## src/design/mem_pkg.sv

```systemverilog
package mem_pkg;

    // line and word geometry
    localparam int LINE_BITS      = 128;
    localparam int WORD_BITS      = 32;
    localparam int WORDS_PER_LINE = LINE_BITS / WORD_BITS;
    localparam int BYTES_PER_WORD = WORD_BITS / 8;

    // memory depth in lines
    localparam int MEM_LINES     = 256;
    localparam int LINE_IDX_BITS = $clog2(MEM_LINES);

    // byte address fields
    // word select sits right above the byte offset
    localparam int WORD_SEL_LSB  = 2;
    localparam int LINE_IDX_LSB  = 4;
    localparam int WORD_SEL_BITS = $clog2(WORDS_PER_LINE);

    // fill value for every line at time zero
    localparam logic [LINE_BITS-1:0] MEM_INIT_PATTERN = {(LINE_BITS / 8){8'hf0}};

    // fetch buffer FSM
    // refill issues the line read, resp waits for the line
    typedef enum logic [1:0] {
        F_IDLE,
        F_REFILL,
        F_RESP
    } fetch_state_e;

    // data controller FSM
    // load waits for the line, stores go read then write
    typedef enum logic [1:0] {
        D_IDLE,
        D_LOAD,
        D_RMW_READ,
        D_RMW_WRITE
    } dmem_state_e;

endpackage

```

## src/design/mem_ifs.sv

```systemverilog
`timescale 1ns/1ps

// line read channel
// request with valid/ready, response one cycle later
interface line_rd_if import mem_pkg::*; ();
    // request
    logic                     req_valid;
    logic                     req_ready;
    logic [LINE_IDX_BITS-1:0] addr;
    // response has no back-pressure
    logic                     rsp_valid;
    logic [LINE_BITS-1:0]     rsp_data;

    modport req (
        output req_valid,
        output addr,
        input  req_ready,
        input  rsp_valid,
        input  rsp_data
    );

    modport mem (
        input  req_valid,
        input  addr,
        output req_ready,
        output rsp_valid,
        output rsp_data
    );
endinterface

// line write channel
// write lands on the edge where valid and ready meet
interface line_wr_if import mem_pkg::*; ();
    logic                     valid;
    logic                     ready;
    logic [LINE_IDX_BITS-1:0] addr;
    logic [LINE_BITS-1:0]     wdata;

    modport req (
        output valid,
        output addr,
        output wdata,
        input  ready
    );

    modport mem (
        input  valid,
        input  addr,
        input  wdata,
        output ready
    );
endinterface

```

## src/design/data_mem_ctrl.sv

```systemverilog
`timescale 1ns/1ps

module data_mem_ctrl import mem_pkg::*; (
    input  logic                      clk,
    input  logic                      arst_n,
    input  logic                      dmem_valid,
    input  logic                      dmem_we,
    input  logic [WORD_BITS-1:0]      dmem_addr,
    input  logic [WORD_BITS-1:0]      dmem_wdata,
    input  logic [BYTES_PER_WORD-1:0] dmem_be,
    output logic                      dmem_ready,
    output logic                      dmem_rvalid,
    output logic [WORD_BITS-1:0]      dmem_rdata,
    output logic                      inv_valid,
    output logic [LINE_IDX_BITS-1:0]  inv_line,
    line_rd_if.req                    mem_rd,
    line_wr_if.req                    mem_wr
);

    dmem_state_e state;

    // latched request
    logic [LINE_IDX_BITS-1:0]  req_line;
    logic [WORD_SEL_BITS-1:0]  req_sel;
    logic [WORD_BITS-1:0]      req_wdata;
    logic [BYTES_PER_WORD-1:0] req_be;

    // store line before and after the merge
    logic [LINE_BITS-1:0] merged_line;
    logic [LINE_BITS-1:0] wr_line;

    logic take;
    logic rsp_load;
    logic rsp_store;

    // accept only when the line read can go out too
    assign dmem_ready = (state == D_IDLE) && mem_rd.req_ready;
    assign take       = dmem_valid && dmem_ready;

    // line read issued with the accept
    // loads and stores both need it
    assign mem_rd.req_valid = (state == D_IDLE) && dmem_valid;
    assign mem_rd.addr      = dmem_addr[LINE_IDX_LSB +: LINE_IDX_BITS];

    assign rsp_load  = (state == D_LOAD) && mem_rd.rsp_valid;
    assign rsp_store = (state == D_RMW_READ) && mem_rd.rsp_valid;

    // write back
    assign mem_wr.valid = (state == D_RMW_WRITE);
    assign mem_wr.addr  = req_line;
    assign mem_wr.wdata = wr_line;

    // fetch buffer drops the line in the write cycle
    assign inv_valid = (state == D_RMW_WRITE);
    assign inv_line  = req_line;

    // byte merge into the addressed word
    always_comb begin
        merged_line = mem_rd.rsp_data;
        for (int b = 0; b < BYTES_PER_WORD; b++) begin
            if (req_be[b]) begin
                merged_line[req_sel*WORD_BITS + b*8 +: 8] = req_wdata[b*8 +: 8];
            end
        end
    end

    always_ff @(posedge clk or negedge arst_n) begin
        if (!arst_n) begin
            state       <= D_IDLE;
            dmem_rvalid <= 1'b0;
        end else begin
            dmem_rvalid <= 1'b0;
            case (state)
                D_IDLE: begin
                    if (take) begin
                        state <= dmem_we ? D_RMW_READ : D_LOAD;
                    end
                end
                D_LOAD: begin
                    // word goes out the cycle after the line
                    if (rsp_load) begin
                        state       <= D_IDLE;
                        dmem_rvalid <= 1'b1;
                    end
                end
                D_RMW_READ: begin
                    if (rsp_store) begin
                        state <= D_RMW_WRITE;
                    end
                end
                D_RMW_WRITE: begin
                    // stores give no response
                    if (mem_wr.ready) begin
                        state <= D_IDLE;
                    end
                end
                default: begin
                    state <= D_IDLE;
                end
            endcase
        end
    end

    // payload
    always_ff @(posedge clk) begin
        if (take) begin
            req_line  <= dmem_addr[LINE_IDX_LSB +: LINE_IDX_BITS];
            req_sel   <= dmem_addr[WORD_SEL_LSB +: WORD_SEL_BITS];
            req_wdata <= dmem_wdata;
            req_be    <= dmem_be;
        end
        if (rsp_load) begin
            dmem_rdata <= mem_rd.rsp_data[req_sel*WORD_BITS +: WORD_BITS];
        end
        if (rsp_store) begin
            wr_line <= merged_line;
        end
    end

endmodule

```

## src/flat_wrapper.sv

```systemverilog
// flat-port wrapper written by rule: the top's interface ports become plain ports
module data_mem_ctrl_flat import mem_pkg::*;
  (clk, arst_n, dmem_valid, dmem_we, dmem_addr, dmem_wdata, dmem_be, dmem_ready, dmem_rvalid, dmem_rdata, inv_valid, inv_line, mem_rd_req_valid, mem_rd_addr, mem_rd_req_ready, mem_rd_rsp_valid, mem_rd_rsp_data, mem_wr_valid, mem_wr_addr, mem_wr_wdata, mem_wr_ready);
  line_rd_if mem_rd_i ();
  line_wr_if mem_wr_i ();
  input  logic clk;
  input  logic arst_n;
  input  logic dmem_valid;
  input  logic dmem_we;
  input  logic [WORD_BITS-1:0] dmem_addr;
  input  logic [WORD_BITS-1:0] dmem_wdata;
  input  logic [BYTES_PER_WORD-1:0] dmem_be;
  output logic dmem_ready;
  output logic dmem_rvalid;
  output logic [WORD_BITS-1:0] dmem_rdata;
  output logic inv_valid;
  output logic [LINE_IDX_BITS-1:0] inv_line;
  output wire logic [$bits(mem_rd_i.req_valid)-1:0] mem_rd_req_valid;
  output wire logic [$bits(mem_rd_i.addr)-1:0] mem_rd_addr;
  input wire logic [$bits(mem_rd_i.req_ready)-1:0] mem_rd_req_ready;
  input wire logic [$bits(mem_rd_i.rsp_valid)-1:0] mem_rd_rsp_valid;
  input wire logic [$bits(mem_rd_i.rsp_data)-1:0] mem_rd_rsp_data;
  output wire logic [$bits(mem_wr_i.valid)-1:0] mem_wr_valid;
  output wire logic [$bits(mem_wr_i.addr)-1:0] mem_wr_addr;
  output wire logic [$bits(mem_wr_i.wdata)-1:0] mem_wr_wdata;
  input wire logic [$bits(mem_wr_i.ready)-1:0] mem_wr_ready;
  assign mem_rd_req_valid = mem_rd_i.req_valid;
  assign mem_rd_addr = mem_rd_i.addr;
  assign mem_rd_i.req_ready = mem_rd_req_ready;
  assign mem_rd_i.rsp_valid = mem_rd_rsp_valid;
  assign mem_rd_i.rsp_data = mem_rd_rsp_data;
  assign mem_wr_valid = mem_wr_i.valid;
  assign mem_wr_addr = mem_wr_i.addr;
  assign mem_wr_wdata = mem_wr_i.wdata;
  assign mem_wr_i.ready = mem_wr_ready;
  data_mem_ctrl u_core (.clk(clk), .arst_n(arst_n), .dmem_valid(dmem_valid), .dmem_we(dmem_we), .dmem_addr(dmem_addr), .dmem_wdata(dmem_wdata), .dmem_be(dmem_be), .dmem_ready(dmem_ready), .dmem_rvalid(dmem_rvalid), .dmem_rdata(dmem_rdata), .inv_valid(inv_valid), .inv_line(inv_line), .mem_rd(mem_rd_i), .mem_wr(mem_wr_i));
endmodule
```

## config.mk

```make
export PLATFORM = sky130hd
export DESIGN_NAME = data_mem_ctrl_flat
export DESIGN_NICKNAME = d
export VERILOG_FILES = /design/src/design/mem_pkg.sv /design/src/design/mem_ifs.sv /design/src/design/data_mem_ctrl.sv /design/src/flat_wrapper.sv
export SDC_FILE = /design/constraint.sdc
export NUM_CORES = 1
export LEC_CHECK = 0
export BUFFER_PORTS_ARGS = -buffer_cell sky130_fd_sc_hd__buf_2
export CAP_MARGIN = 20
export CORE_AREA = 2 2 152 154
export CTS_CLUSTER_SIZE = 12
export DETAILED_ROUTE_END_ITERATION = 7
export DIE_AREA = 0 0 154 156
export PLACE_DENSITY = 0.75
export SYNTH_ARGS = -nofsm -noshare
export SYNTH_HDL_FRONTEND = slang
export SYNTH_SLANG_ARGS = --single-unit
```

## constraint.sdc

```tcl
create_clock -name clk -period 8.62 [get_ports clk]
set_input_delay 0 -clock clk [delete_from_list [all_inputs] [get_ports clk]]
set_output_delay 0 -clock clk [all_outputs]
set_load 0.01 [all_outputs]
```

Word level (Yosys, flattened, before mapping)
Cells that the tools add are included.
{"block": "classes", "n_lt_le_gt_ge": 0, "add_sub_neg": 7, "bitwise": 0, "mul": 0, "shift": 9, "n_eq_ne": 7, "n_mux": 16, "n_reduce_logical": 7, "n_div": 0}
{"cell": "128-bit bitwise mux", "n": 4}
{"cell": "128-bit two-way mux", "n": 4}
{"cell": "8-bit by 34-bit variable shift with 128-bit output, first input constant", "n": 4}
{"cell": "8-bit by 34-bit variable part select with 128-bit output", "n": 4}
{"cell": "128-bit by 8-bit variable part select with 32-bit output", "n": 1}
{"cell": "32-bit negator with 34-bit output", "n": 3}
{"cell": "7-bit negator with 34-bit output", "n": 1}
{"cell": "7-bit by 5-bit adder with 8-bit output, second input constant", "n": 2}
{"cell": "2-bit two-way mux", "n": 5}
{"cell": "7-bit by 4-bit adder with 8-bit output, second input constant", "n": 1}
{"cell": "2-bit by 1-bit != test with 1-bit output, second input constant", "n": 4}
{"cell": "2-bit one-hot mux with 4 select lines", "n": 1}
{"cell": "1-bit logical AND", "n": 5}
{"cell": "2-bit == test, second input constant", "n": 2}
{"cell": "4-bit AND reduction", "n": 1}
{"cell": "2-bit by 1-bit == test with 1-bit output, second input constant", "n": 1}
{"cell": "2-bit zero test", "n": 1}
{"cell": "1-bit two-way mux", "n": 2}
{"block": "totals", "out_inout_bits": 189, "word_cells": 54, "mem_count": 0, "reg_bits": 209, "latch_bits": 0, "rom_bits": 0, "mem_bits_rw": 0}

Longest topological paths before layout
{"block": "logic_depth", "word_depth": 10, "depth_mapped": 8}

Least setup slack after synthesis
OpenSTA, ideal clock, no wires.
{"block": "synth_timing", "path_type": "register to register", "start": "register u_core.state[1]", "end": "register u_core.wr_line[0], in the netlist u_core.mem_wr.wdata[0] (enable)", "stages_incl_launch_ff": 4, "arrival_time_ns": 5.962, "required_time_ns": 8.004, "setup_ns": 0.616, "slack_ns": 2.042, "cell_sequence": "dfrtp_1 -> clkbuf_1 -> nand2_1 -> nor2_1"}
{"block": "synth_via", "elab_chain_cells": 2}
{"item": "from (decl)", "line": "data_mem_ctrl.sv:20", "text": "dmem_state_e state;"}
{"item": "from (signal assigned)", "line": "data_mem_ctrl.sv:76", "text": "state <= dmem_we ? D_RMW_READ : D_LOAD;"}
{"item": "2-bit == test", "line": "data_mem_ctrl.sv:46", "text": "assign rsp_store = (state == D_RMW_READ) && mem_rd.rsp_valid;"}
{"item": "1-bit logical AND", "line": "data_mem_ctrl.sv:46"}
{"item": "via u_core.rsp_store", "line": "data_mem_ctrl.sv:34", "text": "logic rsp_store;"}
{"item": "to (signal assigned)", "line": "data_mem_ctrl.sv:116", "text": "wr_line <= merged_line;"}
{"item": "to (decl)", "line": "data_mem_ctrl.sv:30", "text": "logic [LINE_BITS-1:0] wr_line;"}
The timed path passes the listed nets, and every way through them passes these cells.
A chain may end at the register's enable or synchronous reset.

Final worst setup path
{"block": "layout_timing", "start": "register u_core.req_sel[0]", "end": "register u_core.wr_line[64], in the netlist u_core.mem_wr.wdata[64] (data pin)"}
{"block": "layout_via", "elab_chain_cells": 10, "word_cells_on_any_way": 23, "cone_classes": "add/sub (7); shift (8); mux (8)"}
{"item": "from (decl)", "line": "data_mem_ctrl.sv:24", "text": "logic [WORD_SEL_BITS-1:0] req_sel;"}
{"item": "from (signal assigned)", "line": "data_mem_ctrl.sv:108", "text": "req_sel <= dmem_addr[WORD_SEL_LSB +: WORD_SEL_BITS];"}
{"item": "parallel branches: the longest is 9 deep, another holds 32-bit negator with 34-bit output"}
{"item": "128-bit two-way mux *", "line": "data_mem_ctrl.sv:61", "text": "if (req_be[b]) begin"}
{"item": "via u_core.merged_line[64]", "line": "data_mem_ctrl.sv:29", "text": "logic [LINE_BITS-1:0] merged_line;"}
Mark *: on every way through the listed nets, which the timed path passes.

==> summary.md <==
The first detailed-routing pass took 5 iterations. The flow ran to the end, and the final reports show no timing, DRC or antenna violations. After global routing the overflow that remains totals 0. Growth of design area from synthesis to finish: 49.84%. In this run the remaining antenna-violating nets after routing total 0. CTS saw 209 sinks. The die height was 156 um.

Final clock period utilization by the worst path: 0.4387. Class of the most critical setup path: reg -> reg. The max-slew violation count came out at 0. The tools report the largest buffer count on any clock path as 3.

The primary flip-flop cell chosen by synthesis mapping is sky130_fd_sc_hd__edfxtp_1. In this run the horizontal extent of the chip is 154 um. The yosys synthesis warning count is 0, and the number of cells produced by synthesis is 482. Summing every instance area after synthesis gives 8917 sq um. The fraction of final layout cells with drive strength greater than 1 was 0.4362. The tools report the clock latency reported for the late side of the worst-skew pair as 510 ps. STA puts the critical path data arrival time at 4150 ps. The ratio of total power to cell area works out to 212.1 nW/um^2.

After detailed routing, the number of vias per cell comes to 5.568. For this block, the initial DRC count from the detailed router was 670. Setup repair after global routing left no endpoint under its margin. The worst relative slew slack is 0.2783, and the area of the core region is 22,370 sq um. Leaving out fill and tap cells, the most frequent cells in the layout are sky130_fd_sc_hd__buf_2 (369), sky130_fd_sc_hd__edfxtp_1 (206), sky130_fd_sc_hd__dlygate4sd3_1 (182), sky130_fd_sc_hd__a22o_1 (96), sky130_fd_sc_hd__mux4_2 (32). The net count of the finished layout is 1,222. Based on the critical path, the design can be clocked at up to 264.4 MHz.

TritonCTS built the clock tree. After detailed routing, the average wire length per cell comes to 23.45 um. Across the routed clock network, the largest skew measured is 20.75 ps. The run gives 0.7021 as the portion of the post-synthesis area used by sequential elements.

The first global-routing pass estimated 45,390 um of wire. The share of synthesized registers carrying an async set or reset came out at 0.01435. The power after layout was 2.833 mW; the leakage power total was 5.283 nW. The number of hold violations in the final report was 0.

The final wirelength was 30,800 um. The quantity of gates resized following cts was 0. The effective utilization at floorplan is 0.3987, and the number of unique standard cell types used by synthesis is 34. The initialized floorplan defines 55 standard-cell rows. Entering global routing, the biggest net connects 71 pins. The largest vdd supply drop came out at 0.0001759 V.

The library cell used most frequently in the layout, excluding fill and tap cells, is sky130_fd_sc_hd__buf_2. The synthesized flop and latch total was 209; the minimum clock period after layout was 3782 ps. The number of I/O port buffers works out to 369. Max-cap violations in this run came to 0. The initial antenna violation count came out at 1.

The die area was 24,020 sq um; the mean area per synthesized cell was 18.50 sq um. For this run, design rule violations remaining after detail routing come to 0. The run gives 392 as the number of I/O pins. STA classifies the critical path endpoint as a flop.

The highest fanout seen on the critical path came out at 39. CTS placed an instance of sky130_fd_sc_hd__clkbuf_16 at the clock tree root. The number of nets produced by synthesis came out at 690. The type of the most critical hold path is in -> reg. After clock tree synthesis, the clock-pin slew on the worst setup and hold paths is 60 ps. The path depth of the worst reg2reg path is 5, and the data required time at the worst endpoint is 8990 ps.

The slew at the pin closest to its max-slew limit came out at 1067 ps. The count of final setup violators was 0. The wire-length estimate of the detail-placed layout is 17,960 um. The logs give 0 ps for the setup total negative slack and 23 for the total CTS buffers. The routed layout has 7,311 vias. The total routing resource utilization after global routing is 0.2478, and the post-CTS repair timing setup buffer count is 0.

The H-tree level count is 1, and the final weighted congestion in routability-driven placement is 0.8316. STA classifies the critical path startpoint as a flop. The synthesized design contains 206 enable-type register cells. The via count of the first global-routing pass is 7,910.

Along the worst hold path, the cell count comes to 2. The run gives 1,640 as the filler cell count in the final layout.
## per-stage QoR
step	worst slack, ps	instances	hold WS (ps)	utilization	instance area [sq um]
after floorplan	2042	482	-295.6	-	8917
after detailed placement	4836	1092	-201.5	0.4848	10840
after global placement	4893	1092	-202.9	0.4848	10840
after CTS	4818	1312	173.6	0.5973	13360
final	4838	1313	200.2	0.5974	13360
after global routing	4630	1313	185.4	0.5974	13360
## layout make-up
class	count	area [sq um]	share of cell area
Inverter	2	7.507	0.0005618
Clock buffer	29	598.1	0.04476
Multi-Input combinational cell	222	2332	0.1745
Clock inverter	9	97.59	0.007304
Timing Repair Buffer	556	3706	0.2774
Tap cell	285	356.6	0.02669
Sequential cell	209	6261	0.4686
Antenna cell	1	2.502	0.0001873
## flip-flops by register name, indices dropped and copies added (netlist names)
| signal | flops |
|---|---|
| u_core.mem_wr.wdata | 128 |
| u_core.dmem_rdata | 32 |
| u_core.req_wdata | 32 |
| u_core.inv_line | 8 |
| u_core.req_be | 4 |
| u_core.req_sel | 2 |
| u_core.state | 2 |
| u_core.dmem_rvalid | 1 |
## where the power goes
group          switching [mW]  leakage, nW  internal [mW]
combinational           0.306         3.02          0.247
sequential             0.0618         1.92           1.28
clock                   0.388        0.338          0.547
## timing repair
action / CTS / global route
endpoints found under the setup margin: 0 / 0
hold endpoints to repair: 211 / 0
hold buffers: 182 / 0
## cells in the mapped netlist (3+ instances only)
cell type                   count  area [sq um]
sky130_fd_sc_hd__edfxtp_1     206          6186
sky130_fd_sc_hd__a22o_1        96         840.8
sky130_fd_sc_hd__mux4_2        32         720.7
sky130_fd_sc_hd__a32o_1        24         240.2
sky130_fd_sc_hd__buf_4         19         142.6
sky130_fd_sc_hd__nand2_1       18         67.56
sky130_fd_sc_hd__buf_2         17         85.08
sky130_fd_sc_hd__buf_6          8         90.09
sky130_fd_sc_hd__nand3_1        8         40.04
sky130_fd_sc_hd__o2bb2ai_1      8         70.07
sky130_fd_sc_hd__and4b_2        5         56.30
sky130_fd_sc_hd__ha_1           5         62.56
sky130_fd_sc_hd__clkbuf_1       4         15.01
sky130_fd_sc_hd__and4_1         3         26.28
sky130_fd_sc_hd__and4bb_2       3         37.54
sky130_fd_sc_hd__dfrtp_1        3         75.07
## layer usage
layer,share of wire,up-vias,GRT usage
li1,-,3118,-
met1,0.36,3539,0.2874
met2,0.51,540,0.4414
met3,0.086,114,0.05111
met4,0.046,0,0.1179
met5,0,-,0
## cells by family after synthesis
group	count (synthesis)	share of synthesized area
flops	209	0.7021
compound gates	132	0.1319
simple gates	53	0.03957
buf+inv	51	0.03859
mux	32	0.08082
fa+ha+maj	5	0.007016
## critical path, stage by stage (launching register included)
cell and delay [ps]:
sky130_fd_sc_hd__edfxtp_1 910, sky130_fd_sc_hd__buf_4 690, sky130_fd_sc_hd__inv_1 190, sky130_fd_sc_hd__ha_1 500, sky130_fd_sc_hd__nor4bb_2 1010, sky130_fd_sc_hd__a32o_1 330
## final timing paths
check,to,slack [ps],startpoint
max,u_core.mem_wr.wdata[64]$_DFFE_PP_,4840,u_core.req_sel[0]$_DFFE_PP_
min,u_core.req_wdata[24]$_DFFE_PP_,200,dmem_wdata[24]
max reg2reg,u_core.mem_wr.wdata[64]$_DFFE_PP_,4840,u_core.req_sel[0]$_DFFE_PP_
min reg2reg,u_core.mem_wr.wdata[44]$_DFFE_PP_,620,u_core.req_wdata[12]$_DFFE_PP_
max in group asynchronous,u_core.dmem_rvalid$_DFF_PN0_,8040,arst_n
min in group asynchronous,u_core.state[0]$_DFFE_PN0P_,430,arst_n
No activity file was read; power rests on OpenSTA's default activity.
